==> src/hw/mem_map_consts.svh <==
`ifndef MEM_MAP_CONSTS_SVH
`define MEM_MAP_CONSTS_SVH

// bus address and data width
`define MEM_ADDR_W 64
`define MEM_DATA_W 64

// on-chip ram window, byte addressed
`define MEM_RAM_BASE 64'h0000_0000_0000_1000
`define MEM_RAM_BYTES 64'd4096
// depth in 32-bit words
`define MEM_RAM_WORDS 1024

// sdram window, upper bound exclusive
`define MEM_SDRAM_MIN 64'h0000_0000_1000_0000
`define MEM_SDRAM_MAX 64'h0000_0000_1080_0000

// controller port, half-word addressed
`define MEM_SDRAM_ADDR_W 22
`define MEM_SDRAM_DATA_W 16

`endif

==> src/hw/mem_bus_pkg.sv <==
`include "mem_map_consts.svh"

package mem_bus_pkg;

    // load/store type, stores only use the low four codes
    typedef enum logic [2:0] {
        ls_b  = 3'b000,
        ls_h  = 3'b001,
        ls_w  = 3'b010,
        ls_d  = 3'b011,
        ls_bu = 3'b100,
        ls_hu = 3'b101,
        ls_wu = 3'b110
    } ls_type_e;

    // decoded target of one access
    typedef enum logic [1:0] {
        region_none,
        region_ram,
        region_sdram
    } region_e;

    // one access as handed to the targets
    typedef struct packed {
        logic [`MEM_ADDR_W-1:0] addr;
        logic [`MEM_DATA_W-1:0] wdata;
        ls_type_e               ls_type;
        logic                   is_write;
    } bus_req_t;

    typedef enum logic {
        fe_idle,
        fe_busy
    } fe_state_e;

    // raw data arrives right aligned
    function automatic logic [`MEM_DATA_W-1:0] extend_load(
        input ls_type_e               ls_type,
        input logic [`MEM_DATA_W-1:0] raw
    );
        logic [`MEM_DATA_W-1:0] ext;
        case (ls_type)
            ls_b:    ext = {{(`MEM_DATA_W-8){raw[7]}}, raw[7:0]};
            ls_h:    ext = {{(`MEM_DATA_W-16){raw[15]}}, raw[15:0]};
            ls_w:    ext = {{(`MEM_DATA_W-32){raw[31]}}, raw[31:0]};
            ls_bu:   ext = {{(`MEM_DATA_W-8){1'b0}}, raw[7:0]};
            ls_hu:   ext = {{(`MEM_DATA_W-16){1'b0}}, raw[15:0]};
            ls_wu:   ext = {{(`MEM_DATA_W-32){1'b0}}, raw[31:0]};
            // ld passes through untouched
            default: ext = raw;
        endcase
        return ext;
    endfunction

endpackage

==> src/hw/bus_front_end.sv <==
`include "mem_map_consts.svh"

module bus_front_end (
    input  logic                   CLOCK_50,
    input  logic                   KEY0,
    input  mem_bus_pkg::bus_req_t  bus_req,
    input  logic                   read_enable,
    input  logic                   write_enable,
    output logic [`MEM_DATA_W-1:0] read_data,
    output logic                   read_done,
    output logic                   write_done,
    output mem_bus_pkg::bus_req_t  req,
    output logic                   ram_start,
    output logic                   sdram_start,
    input  logic                   ram_done,
    input  logic [`MEM_DATA_W-1:0] ram_rd_data,
    input  logic                   sdram_done,
    input  logic [`MEM_DATA_W-1:0] sdram_rd_data
);

    mem_bus_pkg::fe_state_e state_q;
    mem_bus_pkg::region_e   region_d;
    mem_bus_pkg::region_e   region_q;
    mem_bus_pkg::bus_req_t  req_in;
    // stand-in target for unmapped addresses
    logic                   none_start;
    logic                   none_done;
    logic                   enable;
    logic                   access_end;
    logic [`MEM_DATA_W-1:0] end_data;

    assign enable = read_enable | write_enable;

    // pulse kind decides direction
    always_comb begin
        req_in = bus_req;
        req_in.is_write = write_enable;
    end

    // decode the live request at the enable edge
    always_comb begin
        if (bus_req.addr >= `MEM_RAM_BASE &&
            bus_req.addr < `MEM_RAM_BASE + `MEM_RAM_BYTES) begin
            region_d = mem_bus_pkg::region_ram;
        end else if (bus_req.addr >= `MEM_SDRAM_MIN && bus_req.addr < `MEM_SDRAM_MAX) begin
            region_d = mem_bus_pkg::region_sdram;
        end else begin
            region_d = mem_bus_pkg::region_none;
        end
    end

    // completion of whichever target is active
    always_comb begin
        case (region_q)
            mem_bus_pkg::region_ram: begin
                access_end = ram_done;
                end_data   = ram_rd_data;
            end
            mem_bus_pkg::region_sdram: begin
                access_end = sdram_done;
                end_data   = sdram_rd_data;
            end
            default: begin
                // unmapped reads return zero
                access_end = none_done;
                end_data   = '0;
            end
        endcase
    end

    // request held for the targets until the access ends
    always_ff @(posedge CLOCK_50) begin
        if (state_q == mem_bus_pkg::fe_idle && enable) begin
            req <= req_in;
        end
    end

    always_ff @(posedge CLOCK_50 or negedge KEY0) begin
        if (!KEY0) begin
            state_q     <= mem_bus_pkg::fe_idle;
            region_q    <= mem_bus_pkg::region_none;
            ram_start   <= 1'b0;
            sdram_start <= 1'b0;
            none_start  <= 1'b0;
            none_done   <= 1'b0;
            read_done   <= 1'b1;
            write_done  <= 1'b1;
            read_data   <= '0;
        end else begin
            // starts are single-cycle
            ram_start   <= 1'b0;
            sdram_start <= 1'b0;
            none_start  <= 1'b0;
            // unmapped answers one cycle after its start
            none_done   <= none_start;
            case (state_q)
                mem_bus_pkg::fe_idle: begin
                    if (enable) begin
                        region_q    <= region_d;
                        ram_start   <= region_d == mem_bus_pkg::region_ram;
                        sdram_start <= region_d == mem_bus_pkg::region_sdram;
                        none_start  <= region_d == mem_bus_pkg::region_none;
                        // matching done drops on this edge
                        if (write_enable) begin
                            write_done <= 1'b0;
                        end else begin
                            read_done <= 1'b0;
                        end
                        state_q <= mem_bus_pkg::fe_busy;
                    end
                end
                mem_bus_pkg::fe_busy: begin
                    if (access_end) begin
                        if (req.is_write) begin
                            write_done <= 1'b1;
                        end else begin
                            // data valid together with done
                            read_data <= end_data;
                            read_done <= 1'b1;
                        end
                        state_q <= mem_bus_pkg::fe_idle;
                    end
                end
                default: state_q <= mem_bus_pkg::fe_idle;
            endcase
        end
    end

endmodule

==> config.mk <==
export PLATFORM = sky130hd
export DESIGN_NAME = bus_front_end
export DESIGN_NICKNAME = d
export VERILOG_FILES = /design/src/hw/mem_bus_pkg.sv /design/src/hw/bus_front_end.sv
export VERILOG_INCLUDE_DIRS = /design/src /design/src/hw
export SDC_FILE = /design/constraint.sdc
export NUM_CORES = 1
export LEC_CHECK = 0
export BUFFER_PORTS_ARGS = -buffer_cell sky130_fd_sc_hd__buf_2
export CAP_MARGIN = 20
export CORE_AREA = 2 2 181 183
export DETAILED_ROUTE_END_ITERATION = 8
export DIE_AREA = 0 0 183 185
export HOLD_SLACK_MARGIN = 0.02
export SYNTH_ARGS = -nofsm -noshare
export SYNTH_HDL_FRONTEND = slang
export SYNTH_SLANG_ARGS = --single-unit
export TNS_END_PERCENT = 1
==> constraint.sdc <==
create_clock -name CLOCK_50 -period 4.4 [get_ports CLOCK_50]
set_input_delay 0.22 -clock CLOCK_50 [delete_from_list [all_inputs] [get_ports CLOCK_50]]
set_output_delay 0.22 -clock CLOCK_50 [all_outputs]
set_load 0.005 [all_outputs]
## Word-level counts from Yosys, hierarchy flattened

Cells that the tools add are included.

- Multiplexer cells: 23
- Bitwise operators: 3
- Magnitude comparators: 4
- Reductions and logical operators: 8
- Eq/ne operators: 10

Operator list:

| cell | count |
|---|---|
| 64-bit case mux with 2 select lines | 1 |
| 64-bit by 13-bit greater-or-equal comparator with 1-bit output (second input constant) | 1 |
| 64-bit by 29-bit greater-or-equal comparator with 1-bit output (second input constant) | 1 |
| 64-bit by 14-bit < comparator with 1-bit output (second input constant) | 1 |
| 64-bit by 29-bit < comparator with 1-bit output (second input constant) | 1 |
| 1-bit two-way mux | 16 |
| 2-bit inequality test (second input constant) | 5 |
| 1-bit case mux with 2 select lines | 4 |
| 4-bit AND reduction | 2 |
| 2-bit by 1-bit equality test with 1-bit output (second input constant) | 2 |
| 2-bit equality test (second input constant) | 2 |
| 2-bit two-way mux | 2 |
| 1-bit logical AND | 3 |
| 3-bit AND reduction | 1 |
| 2-bit logical NOT | 1 |
| 2-bit by 1-bit inequality test with 1-bit output (second input constant) | 1 |
| 1-bit NOT | 2 |
| 2-bit AND reduction | 1 |
| 1-bit bitwise OR | 1 |

- Output and inout port bits: 200
- Input bits: 266
- Logic and storage cells: 61
- Register bits after elaboration: 205

## Longest topological paths before layout

Gate-level depths: netlist (run 1).

- Word-level depth: 7
- Depth in mapped cells: 8
- Gate-level depth less buffers: 6

## Least setup slack after synthesis (run 1)

OpenSTA, ideal clock, no wires.

- Kind: reg-to-reg
- From: register state_q
- To: register ram_start
- Period minus slack after synthesis: 3.949 ns
- Data arrival time: 3.860 ns
- Setup slack: 0.451 ns
- Data required time: 4.310 ns
- Cell stages (with the launch flop): 5
- Setup time: 0.090 ns
- Path buffers: 0
- Path through: dfrtp_1 or2_2 inv_1 nand4_1 nor2_1

- Word-level cells in the longest chain between the ends: 1

RTL lines:

| what | RTL line | text |
|---|---|---|
| from (decl) | bus_front_end.sv:21 | `mem_bus_pkg::fe_state_e state_q;` |
| from (signal assigned) | bus_front_end.sv:80 | `state_q <= mem_bus_pkg::fe_idle;` |
| from (signal assigned) | bus_front_end.sv:109 | `state_q <= mem_bus_pkg::fe_busy;` |
| from (signal assigned) | bus_front_end.sv:121 | `state_q <= mem_bus_pkg::fe_idle;` |
| 1-bit two-way mux | bus_front_end.sv:96 | `case (state_q)` |
| to (signal assigned) | bus_front_end.sv:100 | `ram_start <= region_d == mem_bus_pkg::region_ram;` |
| to (decl) | bus_front_end.sv:13 | `output logic ram_start,` |

No other way between the ends.
A chain may end at the register's enable or synchronous reset.

## Worst setup path in the final report (run 1)

- From: register region_q[0]
- To: register read_data[11]

- Word-level cells in the longest chain between the ends: 3
- Elaborated cells on any way between the ends: 5
- Classes of those cells: eq/ne (2); mux (2); reduce/logical (1)

RTL lines:

| what | RTL line | text |
|---|---|---|
| from (decl) | bus_front_end.sv:23 | `mem_bus_pkg::region_e region_q;` |
| from (signal assigned) | bus_front_end.sv:81 | `region_q <= mem_bus_pkg::region_none;` |
| from (signal assigned) | bus_front_end.sv:99 | `region_q <= region_d;` |
| 2-bit equality test or 2-bit by 1-bit equality test with 1-bit output (tied branches) | bus_front_end.sv:54 | `case (region_q)` |
| 1-bit case mux with 2 select lines | bus_front_end.sv:54 |  |
| 3-bit AND reduction (no line) | - |  |
| to (signal assigned) | bus_front_end.sv:118 | `read_data <= end_data;` |
| to (decl) | bus_front_end.sv:9 | `` output logic [`MEM_DATA_W-1:0] read_data, `` |

Several ways; a longest one is shown, not always the timed one.

==> results.ini, run 1 <==
[detailed_routing]
drt-initial-drc-count = 200
vias_per_cell = 4.30
drt-total-wl_um = 26300
via_count = 6457
wl_per_cell_um = 17.5
firstDrtPassIters = 4
remaining_drc_errors = 0
antenna_left = 0

[layout]
area.growth.synth_to_final_pct = 60.7
fin_nets = 1343
multi_input_area_sq_mm = 0.00191
largest_reg_flops = 132
regArea_sq_mm = 0.00579
fillers = 3020
regMostFlops = req
final_cell_area_sq_mm = 0.0127
reg_top3 = req (132), read_data (64), region_q (2)
drive_gt1_frac = 0.529
fin_util = 0.397

[global_route]
grt_start_max_net_pins = 94
gr-total-overflow = 0
grt_pass1_vias = 6463
grt_util_met1 = 0.155
grt_usage = 0.145
grt_most_used_layer = met2
grt_pass1_wl_um = 37500
antenna_found_initial = 2
met3_usage = 0.0413
grt_use_met2 = 0.273

[logic_synthesis]
synth_area_leaders = edfxtp_1 50%, dfrtp_1 22%, mux2_4 9.3%
ys_seq_elements = 205
synth_flop_cell = edfxtp_1
syn_area_sq_mm = 0.00792
synth-edff-count = 132
synth_cell_types = 33
synth_top_area_cell = edfxtp_1
avgSynthCellArea_sq_um = 16.8
synth_nets = 740
synth.top_cell.area_share = 0.500
synth_cells = 472
async_reset_ff_frac = 0.356
yosysWarnings = 0
synth_seq_area_share = 0.731

[timing]
whs_ns = 0.0716
fin_crit_sh = 0.569
finalClockSkew_ns = 0.0131
rsz0062_at_grt = no
max_freq_mhz = 399
slew_violations = 0
fin_tns_setup_ns = 0
worst_pin_slew_ns = 0.844
finalCriticalPeriod_ns = 2.51
finalSetupViolCount = 0
final_hold_viol_count = 0
relSlewSlack = 0.437

[power]
static-leakage-power_nw = 5.62
vdd_ir_drop_max_mv = 0.347
power_density_mw_per_mm2 = 372

[place]
gp_congestion = 0.741
dp_hpwl_um = 18700
portBuffers = 464
place_area_sq_mm = 0.0106

[worst_setup_path]
end_kind = flip-flop
worstPathMaxFanout = 34
cp.arrival_ns = 2.90
worst-setup-path-type = reg -> reg
crit_path_start_kind = flip-flop
cp.required_ns = 4.79

[cts]
clk_latency_ns = 0.52
cts_tree = done
root_buffer = clkbuf_16
cts_setup_buffers = 0
clk_path_buf_depth = 3
clk_transition_reported_paths_ns = 0.06
cts_sinks = 205
cts_buffers = 24
htree_levels = 1

[die]
start_util = 0.247
die_h_um = 185
dieArea_sq_mm = 0.0339
rows = 66
ios = 466
core-area_sq_mm = 0.0320
die_x_um = 183

[hold_path]
min_path_type = in -> reg

[job]
cap_violations = 0

[status]
status = complete, no violations

## kinds of logic after synthesis
kind of cell / Yosys count / synth area share
compound gates: 74 / 0.0703
simple gates: 94 / 0.0532
buf+inv: 33 / 0.0280
flops: 205 / 0.731
mux: 64 / 0.114
fa+ha+maj: 2 / 0.00316
## cell usage after synthesis (2+ instances only)
cell type,n
a22oi_1,64
or4_1,2
mux2_4,49
dfstp_2,2
nand2_1,3
mux2_2,15
buf_12,5
dfrtp_1,71
nor4_1,10
a21oi_1,3
nor2_1,69
edfxtp_1,132
clkbuf_1,11
buf_2,4
and4_1,2
inv_1,5
nand3_1,2
buf_1,7
ha_1,2
## critical path, cell delays in order (launching register included)
cell,delay [ns]
dfrtp_1,0.40
inv_1,0.07
ha_2,0.28
o21ai_2,0.18
and3b_4,0.72
buf_12,0.31
mux2_2,0.37
## metrics by stage
step,setup slack [ns],power [mW],std cells
6_report,1.89,4.74,1503
5_1_grt,1.76,4.92,1503
4_1_cts,1.85,4.80,1501
3_5_place_dp,1.88,2.77,1323
3_3_place_gp,1.90,2.76,1323
2_1_floorplan,0.451,2.48,472
## final timing paths
check                                        start                        end  slack [ns]  cells past startpoint
max                        region_q[0]$_DFFE_PN0P_  read_data[11]$_DFFE_PN0P_        1.89                      6
max in group asynchronous                     KEY0  read_data[33]$_DFFE_PN0P_        3.25                      3
min reg2reg                   none_start$_DFF_PN0_        none_done$_DFF_PN0_        0.35                      0
min in group asynchronous                     KEY0  read_data[39]$_DFFE_PN0P_        0.13                      2
min                              sdram_rd_data[55]  read_data[55]$_DFFE_PN0P_        0.07                      4
max reg2reg                region_q[0]$_DFFE_PN0P_  read_data[11]$_DFFE_PN0P_        1.89                      6
## area by class of cell
type                       count  area share
antenna                        2    0.000393
sequential                   205       0.455
multi-input combinational    234       0.150
timing repair buffer         605       0.293
tap                          408      0.0401
clock inverter                14      0.0104
clock buffer                  30      0.0489
inverter                       5     0.00187
## repair_timing
item / CTS / global route
gates resized for setup: 0 / 0
hold endpoints to repair: 159 / 0
hold buffers: 134 / 0
## layer usage
metal | vias up | wire length (um)
met4 | 0 | 772
met1 | 3071 | 9550
met2 | 346 | 13700
met5 | - | 0
met3 | 36 | 2290
li1 | 3004 | -
## layout by cell type, fill, tap and decap left out, types with 3 or more instances in the layout
master	netlist	final
a21oi_1	3	3
nand2_1	3	3
clkinv_1	0	5
mux2_2	15	15
edfxtp_1	132	132
nor2_1	69	69
buf_2	4	463
buf_4	0	7
dlygate4sd3_1	0	134
clkbuf_16	0	24
inv_1	5	4
clkbuf_1	11	6
clkinv_2	0	4
dfrtp_1	71	71
mux2_4	49	49
a22oi_1	64	64
nor4_1	10	10
## power by group
group          switching [mW]  internal, mW
combinational           0.286         0.277
sequential             0.0365          2.22
clock                   0.790          1.12
Power figures use the tool's default switching activity.
==> inputs of run 2 (changes only) <==
--- a/config.mk
+++ b/config.mk
@@ -6,11 +6,12 @@
 export SDC_FILE = /design/constraint.sdc
 export NUM_CORES = 1
 export LEC_CHECK = 0
+export ABC_AREA = 1
 export BUFFER_PORTS_ARGS = -buffer_cell sky130_fd_sc_hd__buf_2
 export CAP_MARGIN = 20
-export CORE_AREA = 2 2 181 183
+export CORE_AREA = 2 2 180 182
 export DETAILED_ROUTE_END_ITERATION = 8
-export DIE_AREA = 0 0 183 185
+export DIE_AREA = 0 0 182 184
 export HOLD_SLACK_MARGIN = 0.02
 export SYNTH_ARGS = -nofsm -noshare
 export SYNTH_HDL_FRONTEND = slang
==> constraint.sdc (replaced) <==
create_clock -name CLOCK_50 -period 2 [get_ports CLOCK_50]
set_input_delay 0.1 -clock CLOCK_50 [delete_from_list [all_inputs] [get_ports CLOCK_50]]
set_output_delay 0.1 -clock CLOCK_50 [all_outputs]
set_load 0.005 [all_outputs]
==> results.ini, run 2 <==
[timing]
setup_ws_ns = 0.0699
rsz0062_at_grt = no
whs_ns = 0.0525
fin_tns_setup_ns = 0
final_hold_viol_count = 0
finalCriticalPeriod_ns = 1.93
finalSetupViolCount = 0
fin_crit_sh = 0.965
finalClockSkew_ns = 0.0191
slew_violations = 0
worst_pin_slew_ns = 0.593
relSlewSlack = 0.605
max_freq_mhz = 518

[detailed_routing]
drt-initial-drc-count = 303
antenna_left = 0
wl_per_cell_um = 17.2
firstDrtPassIters = 7
drt-total-wl_um = 30300
via_count = 7824
vias_per_cell = 4.45
remaining_drc_errors = 0

[worst_setup_path]
crit_path_start_kind = flip-flop
rrSetupSlack_ns = 0.07
r2r_end = read_data[57]$_DFFE_PN0P_
reg2reg_from = region_q[0]$_DFFE_PN0P_
cp.required_ns = 2.40
rr_worst_depth = 7
worstPathMaxFanout = 12
end_kind = flip-flop
cp.arrival_ns = 2.33
worst-setup-path-type = reg -> reg

[power]
power_density_mw_per_mm2 = 1150
vdd_ir_drop_max_mv = 0.830
static-leakage-power_nw = 6.82

[cts]
root_buffer = clkbuf_16
clk_path_buf_depth = 3
ctsHoldBuffers = 263
cts_sinks = 205
clk_latency_ns = 0.52
cts_setup_buffers = 0
cts_resized = 0
clk_transition_reported_paths_ns = 0.06
cts_tree = done
htree_levels = 1
cts_buffers = 24

[layout]
layout_commonest_cell = buf_2
final_cell_mix = 463 x buf_2, 263 x dlygate4sd3_1, 158 x nand2_1
regArea_sq_mm = 0.00579
area.growth.synth_to_final_pct = 81.3
reg_top3 = req (132), read_data (64), region_q (2)
stdcell_count = 1759
regMostFlops = req
drive_gt1_frac = 0.394
multi_input_area_sq_mm = 0.00175
fillers = 2846
diodes = 0
fin_nets = 1608
largest_reg_flops = 132

[job]
cap_violations = 0

[place]
place_inst = 1453
gp_congestion = 0.841
dp_slack_ns = 0.211
portBuffers = 464
dp_hpwl_um = 19400

[global_route]
gr-total-overflow = 0
grt_usage = 0.172
antenna_found_initial = 0
grt_pass1_wl_um = 44700
grt_start_max_net_pins = 54
grt_pass1_vias = 8242

[die]
die_h_um = 184
ios = 466
core-area_sq_mm = 0.0314
rows = 65
start_util = 0.249
dieArea_sq_mm = 0.0335
die_x_um = 182

[logic_synthesis]
ys_seq_elements = 205
async_reset_ff_frac = 0.356
synth_area_leaders = edfxtp_1 51%, dfrtp_1 23%, nand2_1 7.6%
synth_seq_area_share = 0.741
synth_cells = 599
synth-edff-count = 132
synth_top_area_cell = edfxtp_1
post-synth-top-count-cell = nand2_1
yosysWarnings = 0
syn_area_sq_mm = 0.00782
synth.top_cell.area_share = 0.507
ys_top_cells_by_count = 158 x nand2_1, 132 x edfxtp_1, 71 x dfrtp_1, 66 x nand3_1, 64 x a22o_1
avgSynthCellArea_sq_um = 13.1
synth_nets = 867
synth_cell_types = 21
synth_flop_cell = edfxtp_1

[hold_path]
min_path_type = in -> async

[status]
status = complete, no violations

run 2: cell types whose count changed in the layout (fill, tap and decap cells not counted), moves of 49 or more:
cell | before | now
nand2_1 | 3 | 158
a22oi_1 | 64 | 1
a22o_1 | 0 | 64
mux2_4 | 49 | 0
nand3_1 | 2 | 66
dlygate4sd3_1 | 134 | 263
run 2: final cells by class:
type / count / share of cell area
tap: 402 / 0.0355
sequential: 205 / 0.409
inverter: 17 / 0.00450
clock buffer: 27 / 0.0447
timing repair buffer: 750 / 0.367
multi-input combinational: 342 / 0.123
clock inverter: 16 / 0.0164
run 2: kinds of logic (layout without fill, tap and decap cells):
| group | after synthesis | in the layout | share of synthesized area |
|---|---|---|---|
| AO/OA/AOI/OAI | 70 | 70 | 0.0759 |
| adder cells (fa/ha/maj) | 2 | 2 | 0.00320 |
| buffers and inverters | 52 | 810 | 0.0378 |
| flip-flops | 205 | 205 | 0.741 |
| AND/OR/NAND/NOR | 270 | 270 | 0.142 |
run 2: per-stage QoR:
stage | power, mW | util | area [sq um]
final | 16.4 | 0.452 | 14200
after global routing | 17.3 | 0.452 | 14200
after CTS | 16.5 | 0.452 | 14200
after detailed placement | 11.1 | 0.340 | 10700
after global placement | 11.1 | 0.340 | 10700
after floorplan | 8.78 | - | 7830
run 2: how the worst max path moves through the flow:
stage               cells past startpoint                   endpoint  slack [ns]               startpoint
floorplan                               4     write_done$_DFFE_PN1P_       -0.96        state_q$_DFF_PN0_
CTS                                     7  read_data[57]$_DFFE_PN0P_         0.1  region_q[0]$_DFFE_PN0P_
global placement                       10  read_data[40]$_DFFE_PN0P_        0.25  region_q[0]$_DFFE_PN0P_
detailed placement                     10  read_data[52]$_DFFE_PN0P_        0.21  region_q[0]$_DFFE_PN0P_
finish                                  7  read_data[57]$_DFFE_PN0P_        0.07  region_q[0]$_DFFE_PN0P_
global route                            7  read_data[57]$_DFFE_PN0P_       0.005  region_q[0]$_DFFE_PN0P_
run 2: per-layer routing:
| metal | up-vias | track usage | share of wire |
|---|---|---|---|
| li1 | 3604 | - | - |
| met1 | 3707 | 0.191 | 0.37 |
| met2 | 393 | 0.306 | 0.51 |
| met3 | 120 | 0.0400 | 0.067 |
| met4 | 0 | 0.0913 | 0.055 |
| met5 | - | 0 | 0 |
run 2: worst max-delay path, stage by stage, from the launching register on:
cell           delay, ns
dfrtp_1             0.37
inv_1               0.05
ha_2                0.24
buf_4               0.19
a22o_1              0.21
dlygate4sd3_1       0.57
nand3_1             0.13
nand2_1             0.06
run 2: report_power, final:
group / switching (mW) / internal [mW]
Sequential: 0.546 / 6.00
Clock: 1.74 / 3.04
Combinational: 2.75 / 2.29
