==> src/hw/mem_map_consts.svh <==
`ifndef MEM_MAP_CONSTS_SVH
`define MEM_MAP_CONSTS_SVH

// bus address and data width
`define MEM_ADDR_W 64
`define MEM_DATA_W 64

// on-chip ram window, byte addressed
`define MEM_RAM_BASE 64'h0000_0000_0000_1000
`define MEM_RAM_BYTES 64'd4096
// depth in 32-bit words
`define MEM_RAM_WORDS 1024

// sdram window, upper bound exclusive
`define MEM_SDRAM_MIN 64'h0000_0000_1000_0000
`define MEM_SDRAM_MAX 64'h0000_0000_1080_0000

// controller port, half-word addressed
`define MEM_SDRAM_ADDR_W 22
`define MEM_SDRAM_DATA_W 16

`endif

==> src/hw/mem_bus_pkg.sv <==
`include "mem_map_consts.svh"

package mem_bus_pkg;

    // load/store type, stores only use the low four codes
    typedef enum logic [2:0] {
        ls_b  = 3'b000,
        ls_h  = 3'b001,
        ls_w  = 3'b010,
        ls_d  = 3'b011,
        ls_bu = 3'b100,
        ls_hu = 3'b101,
        ls_wu = 3'b110
    } ls_type_e;

    // decoded target of one access
    typedef enum logic [1:0] {
        region_none,
        region_ram,
        region_sdram
    } region_e;

    // one access as handed to the targets
    typedef struct packed {
        logic [`MEM_ADDR_W-1:0] addr;
        logic [`MEM_DATA_W-1:0] wdata;
        ls_type_e               ls_type;
        logic                   is_write;
    } bus_req_t;

    typedef enum logic {
        fe_idle,
        fe_busy
    } fe_state_e;

    // raw data arrives right aligned
    function automatic logic [`MEM_DATA_W-1:0] extend_load(
        input ls_type_e               ls_type,
        input logic [`MEM_DATA_W-1:0] raw
    );
        logic [`MEM_DATA_W-1:0] ext;
        case (ls_type)
            ls_b:    ext = {{(`MEM_DATA_W-8){raw[7]}}, raw[7:0]};
            ls_h:    ext = {{(`MEM_DATA_W-16){raw[15]}}, raw[15:0]};
            ls_w:    ext = {{(`MEM_DATA_W-32){raw[31]}}, raw[31:0]};
            ls_bu:   ext = {{(`MEM_DATA_W-8){1'b0}}, raw[7:0]};
            ls_hu:   ext = {{(`MEM_DATA_W-16){1'b0}}, raw[15:0]};
            ls_wu:   ext = {{(`MEM_DATA_W-32){1'b0}}, raw[31:0]};
            // ld passes through untouched
            default: ext = raw;
        endcase
        return ext;
    endfunction

endpackage

==> src/hw/sdram_port_pkg.sv <==
`include "mem_map_consts.svh"

package sdram_port_pkg;

    // request side of the controller port
    // held until wait drops, one 16-bit beat per acceptance
    typedef struct packed {
        logic [`MEM_SDRAM_ADDR_W-1:0]   addr;
        logic [`MEM_SDRAM_DATA_W-1:0]   wrdata;
        // lane 0 is bits 7:0
        logic [`MEM_SDRAM_DATA_W/8-1:0] byte_en;
        logic                           read_en;
        logic                           write_en;
    } sdram_cmd_t;

    // bridge sequencer
    typedef enum logic [1:0] {
        // waiting for a start pulse
        sd_idle,
        // a command is on the port
        sd_beat,
        // last beat taken, done pulse
        sd_finish
    } sdram_state_e;

endpackage

==> src/hw/sdram_bridge.sv <==
`include "mem_map_consts.svh"

module sdram_bridge (
    input  logic                         CLOCK_50,
    input  logic                         KEY0,
    input  logic                         start,
    input  mem_bus_pkg::bus_req_t        req,
    output logic [`MEM_DATA_W-1:0]       rd_data,
    output logic                         done,
    output sdram_port_pkg::sdram_cmd_t   sdram_cmd,
    input  logic [`MEM_SDRAM_DATA_W-1:0] sdram_rddata,
    input  logic                         sdram_req_wait
);

    sdram_port_pkg::sdram_state_e state_q;
    sdram_port_pkg::sdram_cmd_t   beat_cmd;
    // index of the beat on the port
    logic [1:0]                   beat_q;
    logic [1:0]                   last_beat;
    // beat that the next command describes
    logic [1:0]                   beat_sel;
    logic                         byte_access;
    logic                         accepted;
    logic [`MEM_SDRAM_DATA_W-1:0] beat_rd;
    logic [`MEM_DATA_W-1:0]       raw_q;

    // beats per access, minus one
    always_comb begin
        case (req.ls_type)
            mem_bus_pkg::ls_w,
            mem_bus_pkg::ls_wu: last_beat = 2'd1;
            mem_bus_pkg::ls_d:  last_beat = 2'd3;
            // byte and half fit one beat
            default:            last_beat = 2'd0;
        endcase
    end

    assign byte_access = req.ls_type == mem_bus_pkg::ls_b ||
                         req.ls_type == mem_bus_pkg::ls_bu;
    assign beat_sel = (state_q == sdram_port_pkg::sd_beat) ? beat_q + 2'd1 : 2'd0;
    // controller takes the beat when wait is low
    assign accepted = state_q == sdram_port_pkg::sd_beat && !sdram_req_wait;

    // command for beat_sel, ascending half-word addresses
    always_comb begin
        beat_cmd.addr     = req.addr[`MEM_SDRAM_ADDR_W:1] + beat_sel;
        beat_cmd.read_en  = !req.is_write;
        beat_cmd.write_en = req.is_write;
        if (byte_access) begin
            // lane from address bit 0, byte on both lanes
            beat_cmd.byte_en = req.addr[0] ? 2'b10 : 2'b01;
            beat_cmd.wrdata  = {2{req.wdata[7:0]}};
        end else begin
            beat_cmd.byte_en = 2'b11;
            beat_cmd.wrdata  = req.wdata[{beat_sel, 4'b0000} +: 16];
        end
    end

    // byte reads pick their lane and right align it
    always_comb begin
        if (!byte_access) begin
            beat_rd = sdram_rddata;
        end else if (req.addr[0]) begin
            beat_rd = {8'b0, sdram_rddata[15:8]};
        end else begin
            beat_rd = {8'b0, sdram_rddata[7:0]};
        end
    end

    always_ff @(posedge CLOCK_50 or negedge KEY0) begin
        if (!KEY0) begin
            state_q   <= sdram_port_pkg::sd_idle;
            beat_q    <= 2'd0;
            sdram_cmd <= '0;
        end else begin
            case (state_q)
                sdram_port_pkg::sd_idle: begin
                    if (start) begin
                        sdram_cmd <= beat_cmd;
                        beat_q    <= 2'd0;
                        state_q   <= sdram_port_pkg::sd_beat;
                    end
                end
                sdram_port_pkg::sd_beat: begin
                    // stall here as long as wait stays high
                    if (!sdram_req_wait) begin
                        if (beat_q == last_beat) begin
                            sdram_cmd.read_en  <= 1'b0;
                            sdram_cmd.write_en <= 1'b0;
                            state_q            <= sdram_port_pkg::sd_finish;
                        end else begin
                            // next beat goes out right away
                            sdram_cmd <= beat_cmd;
                            beat_q    <= beat_sel;
                        end
                    end
                end
                sdram_port_pkg::sd_finish: state_q <= sdram_port_pkg::sd_idle;
                default: state_q <= sdram_port_pkg::sd_idle;
            endcase
        end
    end

    // read beats fill successive 16-bit slices
    always_ff @(posedge CLOCK_50) begin
        if (accepted && !req.is_write) begin
            raw_q[{beat_q, 4'b0000} +: 16] <= beat_rd;
        end
    end

    // one-cycle done after the last beat
    assign done    = state_q == sdram_port_pkg::sd_finish;
    assign rd_data = mem_bus_pkg::extend_load(req.ls_type, raw_q);

endmodule

==> config.mk <==
export PLATFORM = sky130hd
export DESIGN_NAME = sdram_bridge
export DESIGN_NICKNAME = d
export VERILOG_FILES = /design/src/hw/mem_bus_pkg.sv /design/src/hw/sdram_port_pkg.sv /design/src/hw/sdram_bridge.sv
export VERILOG_INCLUDE_DIRS = /design/src /design/src/hw
export SDC_FILE = /design/constraint.sdc
export NUM_CORES = 1
export LEC_CHECK = 0
export ABC_CLOCK_PERIOD_IN_PS = 3900
export BUFFER_PORTS_ARGS = -buffer_cell sky130_fd_sc_hd__buf_2
export CAP_MARGIN = 10
export CORE_ASPECT_RATIO = 1.2
export CORE_MARGIN = 8
export CORE_UTILIZATION = 48
export CTS_CLUSTER_SIZE = 20
export DETAILED_ROUTE_END_ITERATION = 6
export MAX_ROUTING_LAYER = met4
export PLACE_DENSITY = 0.8
export SLEW_MARGIN = 25
export SYNTH_ARGS = -nofsm -noshare
export SYNTH_HDL_FRONTEND = slang
export SYNTH_SLANG_ARGS = --single-unit
==> constraint.sdc <==
create_clock -name CLOCK_50 -period 3.9 [get_ports CLOCK_50]
set_clock_uncertainty 0.2 [all_clocks]
set_input_delay 0.195 -clock CLOCK_50 [delete_from_list [all_inputs] [get_ports CLOCK_50]]
set_output_delay 0.195 -clock CLOCK_50 [all_outputs]
set_load 0.05 [all_outputs]
# Yosys cells after proc, flatten, opt, wreduce, memory -nomap -nowiden
# Cells that the tools add are included.
# W data, S select, Z words.
# totals
input_bits	152
mem_bits_rw	0
reg_bits	110
romBits	0
out_inout_bits	107
elab_cells	60
n_memories	0
latch_bits	0
# classes
n_eq_ne	13
shifts	3
addsub	3
div_mod_pow	0
n_reduce_logical	12
n_mux	21
n_bitwise	0
order_cmp	0
mul	0
# op_table
op	count
$pmux W64 S6	1
$mux W42	2
$pmux W42 S2	1
$bwmux W64	1
$shift A16 B8 Y64 const A	1
$shiftx A16 B8 Y64	1
$shiftx A64 B7 Y16	1
$mux W40	1
$add A22 B2 Y22	1
$mux W18	1
$mux W2	9
$mux W16	1
$pmux W2 S2	3
$eq A3 B3 Y1 const B	3
$mux W8	1
$neg A6 Y8	1
$eq A3 B2 Y1 const B	2
$ne A2 B2 Y1 const B	3
$reduce_and A3 Y1	2
$reduce_and A4 Y1	1
$eq A3 B1 Y1 const B	1
$logic_not A3 Y1	1
$add A2 B1 Y2 const B	1
$eq A2 B1 Y1 const B	1
9 further kinds	11

# Longest topological paths before layout
# Gate-level depths: netlist of run 1.
# depth
ltp_word	7
depth_mapped	12
mapped_depth_nobuf	8

# Worst setup path after synthesis of run 1
# Ideal clock, no wire load.
# synth_path
path_kind	reg2reg
startpoint	register beat_q[0]
endpoint	register sdram_cmd[36] (netlist bit)
arrival_ns	2.794
path_stages_with_launch	12
required_time_ns	3.618
setup_time_ns	0.082
path_slack_ns	0.824
path_cell_list	dfrtp_1 -> buf_2 -> inv_2 -> ha_1 -> and3b_1 -> buf_4 -> clkbuf_1 -> xor2_1 -> ha_1 -> o211ai_2 -> or4_1 -> a31oi_1
# synth_via
elab_chain_cells	6
# synth_lines
item	line_no	rtl
start: declaration	sdram_bridge.sv:18	logic [1:0] beat_q;
start signal: assignment	sdram_bridge.sv:94	beat_q <= beat_sel;
$add A2 B1 Y2	sdram_bridge.sv:40	assign beat_sel = (state_q == sdram_port_pkg::sd_beat) ? beat_q + 2'd1 : 2'd0;
$mux W2	sdram_bridge.sv:40	
$add A22 B2 Y22	sdram_bridge.sv:46	beat_cmd.addr = req.addr[`MEM_SDRAM_ADDR_W:1] + beat_sel;
$mux W40	sdram_bridge.sv:87	if (beat_q == last_beat) begin
$mux W42	sdram_bridge.sv:86	if (!sdram_req_wait) begin
$pmux W42 S2	sdram_bridge.sv:76	case (state_q)
end signal: assignment	sdram_bridge.sv:79	sdram_cmd <= beat_cmd;
end signal: assignment	sdram_bridge.sv:93	sdram_cmd <= beat_cmd;
end: declaration	sdram_bridge.sv:10	output sdram_port_pkg::sdram_cmd_t sdram_cmd,
# Parallel ways exist; a longest one is shown, timed or not. The select of a mux whose other input is x is not followed.
# A chain may end at the register's enable or synchronous reset.

# Worst setup path in the final report of run 1
# layout_path
startpoint	register beat_q[0]
endpoint	register sdram_cmd[40] (netlist bit)
# The elaborated chain is that of the path after synthesis.

==> metrics.md, run 1 <==
| Metric | Value |
|---|---|
| Die Wd | `approximately 120 um` |
| Asr flop ratio synth | `0.418` |
| Worst hold slack | `roughly 16 ps` |
| Clock sink count | `110` |
| Worst Max-Slew Pin Slew | `roughly 800 ps` |
| VDD IR-drop max | `about 630 uV` |
| Required @ worst endpoint | `approximately 4000 ps` |
| Clk buf depth | `2` |
| Setup violators final | `0` |
| Flops & latches, synth | `between 100 and 150` |
| EDFF count, synth | `64` |
| Area delta synth->final | `26.2%` |
| Setup TNS | `0 ps` |
| Ys Warns | `0` |
| Most frequent cell after synthesis | `edfxtp_1` |
| First-pass GRT wire length | `28800 um` |
| Register area share after synthesis | `0.509` |
| Largest family of logic cells by synthesized area | `compound AO/OA/AOI/OAI gates` |
| Placed Area | `about 0.0071 mm2` |
| Max_cap viols | `0` |
| Core Util, Final | `0.612` |
| Most common cell on crit path | `ha_1` |
| IO Pins | `259` |
| Post-Syn Area | `~0.0060 mm2` |
| Post-route cell area | `approximately 0.0076 mm2` |
| Initial Util | `0.485` |
| Vias in the first global route | `5642` |
| Slew Limit Fails | `0` |
| Cell accounting for the most synthesized area | `edfxtp_1` |
| Adder-cell share of the synthesized area | `0.0145` |
| Worst setup SP type | `register` |
| Top cells by area, synth | `edfxtp_1 32%, dfrtp_1 19%, a21o_1 5.2%, mux2i_1 4.3%, and2_1 4.2%` |
| Post-synthesis mux area share | `0.0612` |
| Initial antenna violation count | `1` |
| Router iterations before antenna repair | `5` |
| Syn nets | `704` |
| Hpwl dp | `around 13000 um` |
| CP Capture Type | `register` |
| Critical-path cell list | `or3b_1 -> buf_4 -> clkinv_2 -> ha_1 -> ha_1 -> o211ai_2 -> or4_1 -> a31oi_1` |
| Die Y | `roughly 140 um` |
| # DRC | `0` |
| Core area | `0.0124 mm2` |
| Placer congestion estimate | `0.870` |
| Routed WL | `~18000 um` |
| Total gr overflow | `0` |
| Die area | `roughly 0.016 mm2` |
| Via count of the routed design | `around 5300` |
| Initial DRC count | `between 300 and 400` |
| Cell Pwr Density | `~750 mW/mm2` |
| Final ANT Viol Nets | `0` |
| Number of buffers created by CTS | `9` |
| Post-synth top area share | `0.318` |
| Post-Synth Simple-Gate Area | `0.152` |
| Worst stage delay on the critical path | `between 500 and 600 ps` |
| Pleak | `3.69 nW` |
| Syn Inst Count | `545` |
| CP Class | `reg -> reg` |
| Unique masters post-synth | `50` |
| Row count | `45` |
| Wire per inst | `19.8 um` |
| Number of fill cells | `between 1000 and 1500` |
| Layout cells sized above 1 | `0.347` |
| Final worst-path cycle share | `0.833` |
| Final #Nets | `910` |
| Most used flip-flop cell after synthesis | `edfxtp_1` |
| Slowest CP cell | `dfrtp_1` |
| Later-pin clock latency in the skew report | `around 340 ps` |
| Largest net degree at the start of global routing | `47` |
| Mean Syn Cell Area | `between 10 and 15 um2` |
| Synth Area in Compound Gates | `0.201` |
| Tot GR Track Use | `0.223` |
| F_max | `between 300 and 400 MHz` |
| Clock root cell | `clkbuf_16` |
| Tmin final | `~3200 ps` |
| Critical path arrival | `about 3300 ps` |
| Clock Pin Slew Worst Setup and Hold Paths | `approximately 90 ps` |
| Slew Limit Headroom | `0.468` |
| H-Tree Depth | `3` |
| Status | `complete, no violations` |
| Xor/xnor share of the synthesized area | `0.0102` |
| CTS tree | `done` |
| Hold Vio Cnt, Final | `0` |
| Synth cell count leaders | `64 x edfxtp_1, 46 x dfrtp_1, 46 x nand2_1` |
| Post-CTS sizing | `0` |
| Worst Path Max Fanout | `21` |
| Hold Path Class | `in -> reg` |
| I/O Buffers | `between 200 and 250` |
| Vias per cell | `5.75` |
| RSZ-0062 raised after global routing | `false` |
[per-layer routing]
layer / wire [um] / share of wire / GRT usage / vias to the layer above
met5: 0 / 0 / - / -
met4: 428 / 0.024 / 0.0885 / 0
met3: 1440 / 0.079 / 0.0534 / 32
met2: 9070 / 0.50 / 0.371 / 270
met1: 7260 / 0.40 / 0.253 / 2541
li1: - / - / - / 2451
[critical path, delay by kind of cell (launching register included)]
kind,cells,cell delay [ps]
DFF,1,510
AOI/OAI and AO/OA,2,420
and+or+nand+nor,2,900
adders and majority gates,2,600
buffers and inverters,2,510
[registers in the layout (all words and copies together) (netlist names)]
signal	cells
state_q	2
beat_q	2
raw_q	64
sdram_cmd	42
[final timing paths]
check                                            end  depth (start not counted)                     start  slack (ps)
setup / recovery           sdram_cmd[40]$_DFFE_PN0P_                          8     beat_q[0]$_DFFE_PN0P_         650
hold / removal                   raw_q[60]$_DFFE_PP_                          2          sdram_rddata[12]          20
setup reg to reg           sdram_cmd[40]$_DFFE_PN0P_                          8     beat_q[0]$_DFFE_PN0P_         650
hold reg to reg             sdram_cmd[0]$_DFFE_PN0P_                          2  sdram_cmd[0]$_DFFE_PN0P_         290
max in group asynchronous  sdram_cmd[10]$_DFFE_PN0P_                          2                      KEY0        2900
min in group asynchronous  sdram_cmd[29]$_DFFE_PN0P_                          2                      KEY0         180
[cells by family after synthesis]
kind of cell	after synthesis
buffers and inverters	57
XOR/XNOR	7
adder cells (fa/ha/maj)	7
multiplexers	35
flip-flops	110
AND/OR/NAND/NOR	173
AO/OA/AOI/OAI	156
[cell usage in the layout (no fill, tap or decap), drive strengths merged, types with 2 or more instances in the layout]
cell / instances
nor3b: 2
xnor2: 6
dlygate4sd3: 19
or3: 5
o21a: 2
and2: 41
o221ai: 16
edfxtp: 64
nand2: 46
and4: 2
o21ai: 5
a31oi: 14
a21oi: 16
o31ai: 14
clkinv: 2
nand3: 6
or2: 3
inv: 13
mux2: 9
nor2b: 2
o2111ai: 3
and3: 3
ha: 7
o211a: 16
clkbuf: 9
o211ai: 10
o2bb2ai: 16
nand3b: 4
dfrtp: 46
mux2i: 26
buf: 225
nand4: 2
a21o: 42
nor2: 40
nand2b: 2
or4: 11
[cell type report]
| type | count | area, um2 | share of cell area |
|---|---|---|---|
| tap | 164 | 205 | 0.0269 |
| sequential | 110 | 3070 | 0.403 |
| multi-input combinational | 378 | 2660 | 0.349 |
| timing repair buffer | 244 | 1350 | 0.177 |
| clock inverter | 7 | 76.3 | 0.0100 |
| inverter | 8 | 31.3 | 0.00411 |
| antenna | 1 | 2.50 | 0.000328 |
| clock buffer | 9 | 225 | 0.0296 |
[repair_timing]
action / CTS / global route
buffers inserted: 0 / 0
hold endpoints to repair: 66 / 0
hold buffers: 19 / 0
[where the power goes]
part | internal, mW | switching [mW] | leakage [nW]
logic | 0.894 | 2.12 | 2.41
registers | 1.56 | 0.181 | 1.13
clock network | 0.460 | 0.460 | 0.150
[stage by stage]
step                      cells  power (mW)  worst slack (ps)
after floorplan             545        4.06               824
after global placement      884        4.66               812
after detailed placement    885        4.75               693
after CTS                   920        5.70               643
after global routing        921        5.95               456
final                       921        5.68               652
Power figures use the tool's default switching activity.
==> run 2, diff against run 1 <==
- ABC_AREA: default -> 1
- ABC_CLOCK_PERIOD_IN_PS: 3900 -> 3100
- CORE_UTILIZATION: 48 -> 49
- PLACE_DENSITY: 0.8 -> 0.81
- clock period: 3.9 -> 3.1 ns (I/O delays scaled with it)
==> run 2 against run 1 <==
Final cell count up 31%. Synthesized cell count increased by 51%. Global-route usage rose by 0.075 points. Sequential share of layout area is 1.7 points lower. Area after synthesis rose by 3.1%. First-iteration DRC count is 1.7% higher. Fmax increased by 29%.
==> metrics.md, run 2 <==
| Metric | Value |
|---|---|
| Worst stage delay on the critical path | `~420 ps` |
| Post-synthesis mux area share | `0` |
| CTS tree | `done` |
| M3 GR Usage | `0.0599` |
| Top cells by area, synth | `edfxtp_1 31%, dfrtp_1 18%, nand2_1 17%, nor2_1 6.9%, o21ai_0 4.7%` |
| Required @ worst endpoint | `approximately 3100 ps` |
| Initial DRC count | `~350` |
| CP Class | `reg -> reg` |
| Worst setup SP type | `register` |
| Clock sink count | `between 100 and 150` |
| Most frequent cells in the layout | `281 x nand2_1, 216 x buf_2, 113 x nor2_1` |
| Area delta synth->final | `27.9%` |
| Reg with most FFs | `raw_q` |
| Final worst-path cycle share | `0.815` |
| Final ANT Viol Nets | `0` |
| Hold Vio Cnt, Final | `0` |
| Setup TNS | `0 ps` |
| Cell accounting for the most synthesized area | `edfxtp_1` |
| Xor/xnor share of the synthesized area | `0.0169` |
| RSZ-0062 raised after global routing | `false` |
| Slew Limit Fails | `0` |
| Min setup slack post-route | `573 ps` |
| Syn Inst Count | `roughly 820` |
| Cell Pwr Density | `884 mW/mm2` |
| Layout cells sized above 1 | `0.245` |
| Synth cell count leaders | `281 x nand2_1, 114 x nor2_1, 72 x inv_1` |
| F_max | `396 MHz` |
| Most frequent cell after synthesis | `nand2_1` |
| Most used flip-flop cell after synthesis | `edfxtp_1` |
| Asr flop ratio synth | `0.418` |
| Die Y | `139 um` |
| Setup violators final | `0` |
| Max_cap viols | `0` |
| Hold Path Class | `in -> reg` |
| I/O Buffers | `about 220` |
| Final #Nets | `around 1200` |
| Post-synth top area share | `0.309` |
| Clk buf depth | `2` |
| Vias per cell | `around 5.0` |
| Largest registers | `raw_q (64), sdram_cmd (42)` |
| EDFF count, synth | `64` |
| Gr busiest metal | `met2` |
| VDD IR-drop max | `801 uV` |
| Die Wd | `roughly 120 um` |
| Total Power | `7.04 mW` |
| Slew Limit Headroom | `0.505` |
| Die area | `0.0166 mm2` |
| Syn nets | `between 900 and 1000` |
| Worst Path Max Fanout | `6` |
| Ys Warns | `0` |
| # DRC | `0` |
| Core area | `between 0.01 and 0.015 mm2` |
| Tot GR Track Use | `0.223` |
| Post-CTS Setup Repair Bufs | `0` |
| Tmin final | `2530 ps` |
| Routed WL | `~18000 um` |
| Hpwl dp | `between 10000 and 15000 um` |
| Placer congestion estimate | `0.885` |
| Clock Pin Slew Worst Setup and Hold Paths | `roughly 70 ps` |
| Adder-cell share of the synthesized area | `0.0141` |
| Largest net degree at the start of global routing | `47` |
| Met1 GRT Util | `0.257` |
| Setup slack, reg-to-reg | `about 570 ps` |
| Number of buffers created by CTS | `9` |
| Core Util, Final | `0.634` |
| CP top delay family | `simple AND/OR/NAND/NOR gates` |
| WP buf/inv | `2` |
| Worst Max-Slew Pin Slew | `between 700 and 800 ps` |
| Row count | `45` |
| Met2 usage | `0.375` |
| Most common cell on crit path | `nand2_1` |
| Finished Layout Cells | `~1200` |
| Critical path arrival | `~2600 ps` |
| Slowest CP cell | `dfrtp_1` |
| Clock root cell | `clkbuf_16` |
| Mean Syn Cell Area | `7.56 um2` |
| Unique masters post-synth | `31` |
| Initial antenna violation count | `0` |
| Post-Synth Simple-Gate Area | `0.315` |
| Flops & latches, synth | `110` |
| Largest family of logic cells by synthesized area | `simple AND/OR/NAND/NOR gates` |
| IO Pins | `roughly 260` |
| Via count of the routed design | `6077` |
| Synth Area in Compound Gates | `0.0770` |
| Critical-path cell list | `inv_1 -> ha_1 -> nand3_1 -> nand2_1 -> and2_1 -> ha_1 -> inv_1 -> nand2_1 -> nand2_1 -> nor2_1 -> xor2_1 -> o21ai_1` |
| Commonest non-fill, non-tap cell in the layout | `nand2_1` |
| Post-Syn Area | `0.00622 mm2` |
| Initial Util | `0.496` |
| First-pass GRT wire length | `29200 um` |
| Dpl ws | `between 500 and 600 ps` |
| CP Capture Type | `register` |
| Status | `complete, no violations` |
| Later-pin clock latency in the skew report | `approximately 340 ps` |
| Pleak | `roughly 4.2 nW` |
| Register area share after synthesis | `0.494` |
| Ant diodes | `0` |
| Number of fill cells | `~1200` |
| Placed insts | `1171` |
| Max reg flops | `64` |
| Router iterations before antenna repair | `5` |
| H-Tree Depth | `3` |
| Vias in the first global route | `roughly 5800` |
| Total gr overflow | `0` |
| Wire per inst | `~15 um` |
-- run 2: cell type report --
type                    instances  area, um2  share of cell area
clock buffers                  10        229              0.0288
well taps                     164        205              0.0258
multi-input cells             587       2640               0.332
flip-flops and latches        110       3070               0.386
inverters                      76        285              0.0358
repair buffers                256       1450               0.182
clock inverters                 6       78.8             0.00990
-- run 2: metal layers --
metal | up-vias | share of wire
li1 | 3059 | -
met1 | 2751 | 0.41
met2 | 245 | 0.50
met3 | 22 | 0.076
met4 | 0 | 0.013
met5 | - | 0
-- run 2: worst min-delay path, cell delays in order --
cell     delay, ps
buf_2           80
a31oi_1        150
nand2_1         70
o21ai_1         50
-- run 2: report_power, final --
group	internal [mW]	switching (mW)	leakage [nW]
clock network	0.645	0.554	0.151
logic	0.894	2.83	2.88
registers	1.94	0.177	1.17
-- run 2: logic make-up (layout without fill, tap and decap cells) --
logic type,Yosys count,after routing
fa+ha+maj,7,7
compound gates,87,87
simple gates,481,481
buf+inv,126,348
flops,110,110
xor+xnor,12,12
-- run 2: final timing paths --
path | start | to | depth (start not counted)
worst max register to register | beat_q[1]$_DFFE_PN0P_ | sdram_cmd[28]$_DFFE_PN0P_ | 12
min in group asynchronous | KEY0 | sdram_cmd[35]$_DFFE_PN0P_ | 2
max in group asynchronous | KEY0 | sdram_cmd[16]$_DFFE_PN0P_ | 2
worst max-delay path | beat_q[1]$_DFFE_PN0P_ | sdram_cmd[28]$_DFFE_PN0P_ | 12
worst min-delay path | start | sdram_cmd[1]$_DFFE_PN0P_ | 4
worst min register to register | sdram_cmd[37]$_DFFE_PN0P_ | sdram_cmd[37]$_DFFE_PN0P_ | 2
-- run 2: timing repair --
action                                  4_1_cts  5_1_grt
endpoints found under the hold margin        68        0
endpoints found under the setup margin        0        0
resized for setup                             0        0
hold buffers                                 22        0
-- run 2: metrics by stage --
step	hold WS [ps]	cell area (um2)
2_1_floorplan	-341	6220
5_1_grt	25.6	7960
3_5_place_dp	169	7420
3_3_place_gp	153	7420
6_report	7.59	7960
4_1_cts	0.277	7950
==> run 3, diff against run 2 <==
- ABC_CLOCK_PERIOD_IN_PS: 3100 -> 2400
- clock period: 3.1 -> 2.4 ns (I/O delays scaled with it)
==> run 3 against run 2 <==
The flow now finishes with violations (hold timing). Register-to-register slack worse by 500 ps. First-iteration DRC count increased by 26%. Flip-flop and latch count unchanged. Final cell count is 2.2% higher. Count of clock-buffer cells in the layout is the same. Design area grew 3.2%. Hold slack worse by 8.5 ps. Sequential share of layout area is 1.2 points lower. Sequential power rose by 29%. Total power increased by 32%. Die area did not move.
==> metrics.md, run 3 (synthesis results as in run 2) <==
| Metric | Value |
|---|---|
| Critical-path cell list | `inv_2 -> buf_4 -> nand3_1 -> nand3_1 -> nor2_1 -> nor2_2 -> inv_4 -> buf_12 -> o21ai_1 -> dlygate4sd3_1` |
| Finished Layout Cells | `1235` |
| Clk buf depth | `2` |
| IO Pins | `259` |
| Largest net degree at the start of global routing | `47` |
| Setup slack, reg-to-reg | `about 75 ps` |
| Seq pwr share | `0.296` |
| # DRC | `0` |
| Failing checks | `hold timing` |
| Critical path arrival | `approximately 2400 ps` |
| Combinational fraction of design power | `0.542` |
| Final #Nets | `~1200` |
| Int Power | `between 4 and 5 mW` |
| Most common cell on crit path | `nand3_1` |
| Tot GR Track Use | `0.237` |
| Wire per inst | `between 15 and 20 um` |
| Layout cells sized above 1 | `0.251` |
| Status | `complete, but fails checks` |
| Die Y | `between 100 and 150 um` |
| Via count of the routed design | `6233` |
| Worst hold slack | `-0.911 ps` |
| Post-CTS Setup Repair Bufs | `0` |
| Area delta synth->final | `32.0%` |
| Setup violators final | `0` |
| H-Tree Depth | `3` |
| Slew Limit Fails | `0` |
| Worst setup SP type | `register` |
| WP buf/inv | `5` |
| Clock Pin Slew Worst Setup and Hold Paths | `approximately 70 ps` |
| Die area | `0.0166 mm2` |
| Worst Path Max Fanout | `21` |
| Slowest CP cell | `dlygate4sd3_1` |
| Initial DRC count | `approximately 440` |
| Required @ worst endpoint | `about 2500 ps` |
| Clock sink count | `110` |
| RSZ-0062 raised after global routing | `true` |
| Clock share of power | `0.162` |
| Post-route cell area | `0.00822 mm2` |
| CP top delay family | `buffers and inverters` |
| Worst Max-Slew Pin Slew | `646 ps` |
| Router iterations before antenna repair | `5` |
| Most frequent cells in the layout | `280 x nand2_1, 217 x buf_2, 111 x nor2_1` |
| Placed Area | `0.00748 mm2` |
| Core area | `about 0.013 mm2` |
| Largest registers | `raw_q (64), sdram_cmd (42)` |
| Vias per cell | `a little over 5` |
| Total Power | `approximately 9 mW` |
| NetSw | `4.65 mW` |
| Reg with most FFs | `raw_q` |
| Number of buffers created by CTS | `9` |
| Min setup slack post-route | `approximately 75 ps` |
| F_max | `430 MHz` |
| Initial Util | `0.496` |
| Worst stage delay on the critical path | `about 570 ps` |
| CP Capture Type | `register` |
| Row count | `45` |
| Cell Pwr Density | `around 1100 mW/mm2` |
| Later-pin clock latency in the skew report | `~350 ps` |
| CP Class | `reg -> reg` |
| Commonest non-fill, non-tap cell in the layout | `nand2_1` |
| Routed WL | `about 19000 um` |
| Final ANT Viol Nets | `0` |
| First-pass GRT wire length | `about 31000 um` |
| Hold Vio Cnt, Final | `1` |
| Setup TNS | `0 ps` |
| Final worst-path cycle share | `0.969` |
| Pleak | `4.30 nW` |
| Placer congestion estimate | `about 0.9` |
| Vias in the first global route | `6261` |
| Initial antenna violation count | `0` |
| VDD IR-drop max | `a little over 900 uV` |
| Max reg flops | `between 60 and 70` |
| Dpl ws | `between 90 and 100 ps` |
| Tmin final | `2320 ps` |
| Hold Path Class | `in -> reg` |
| I/O Buffers | `approximately 220` |
| Die Wd | `roughly 120 um` |
| Total gr overflow | `0` |
| Hpwl dp | `14000 um` |
| Core Util, Final | `0.655` |
| Switching portion of total power | `0.502` |
| Placed insts | `1178` |
| CTS tree | `done` |
| Clock root cell | `clkbuf_16` |
| Slew Limit Headroom | `0.568` |
| Max_cap viols | `0` |
[run 3: changes by cell type in the layout (fill, tap and decap cells not counted), sizes merged]
| cell | delta |
|---|---|
| clkinvlp | +2 |
| diode | +2 |
| clkbuf | +1 |
| buf | +7 |
| dlygate4sd3 | +16 |
| inv | -2 |
[run 3: layout make-up]
cell class | count | area [um2]
clock inverters | 6 | 71.3
flip-flops and latches | 110 | 3070
fillers | 1091 | 4340
inverters | 76 | 288
diodes | 2 | 5.00
clock buffers | 10 | 229
well taps | 164 | 205
repair buffers | 280 | 1690
multi-input cells | 587 | 2660
[run 3: worst paths after layout]
path                                           from                   endpoint  depth (start not counted)
max in group asynchronous                      KEY0  sdram_cmd[19]$_DFFE_PN0P_                          3
min reg2reg                sdram_cmd[2]$_DFFE_PN0P_   sdram_cmd[2]$_DFFE_PN0P_                          2
max                           beat_q[0]$_DFFE_PN0P_   sdram_cmd[1]$_DFFE_PN0P_                         10
min in group asynchronous                      KEY0  sdram_cmd[23]$_DFFE_PN0P_                          3
max reg2reg                   beat_q[0]$_DFFE_PN0P_   sdram_cmd[1]$_DFFE_PN0P_                         10
min                                         req[10]  sdram_cmd[10]$_DFFE_PN0P_                          4
[run 3: tightest hold or removal path, cell delays in order]
cell,delay [ps]
buf_2,80
nand2_1,60
a21boi_0,120
o21ai_0,130
[run 3: repair_timing]
item	4_1_cts	5_1_grt
setup endpoints to repair	32	7
gates cloned	0	1
resized for setup	1	6
hold endpoints to repair	86	0
hold buffers	38	0
[run 3: routing by layer]
| metal | track usage | wire length, um |
|---|---|---|
| met1 | 0.270 | 7680 |
| met2 | 0.397 | 9520 |
| met3 | 0.0558 | 1440 |
| met4 | 0.0881 | 520 |
| met5 | - | 0 |
[run 3: power by group through the flow]
stage | Clock (mW) | Combinational (mW) | Sequential (mW)
global placement | 0 | 4.79 | 2.75
floorplan | 0 | 2.35 | 3.94
global route | 1.60 | 5.49 | 2.79
CTS | 1.53 | 4.93 | 2.73
finish | 1.50 | 5.02 | 2.74
detailed placement | 0 | 4.86 | 2.75
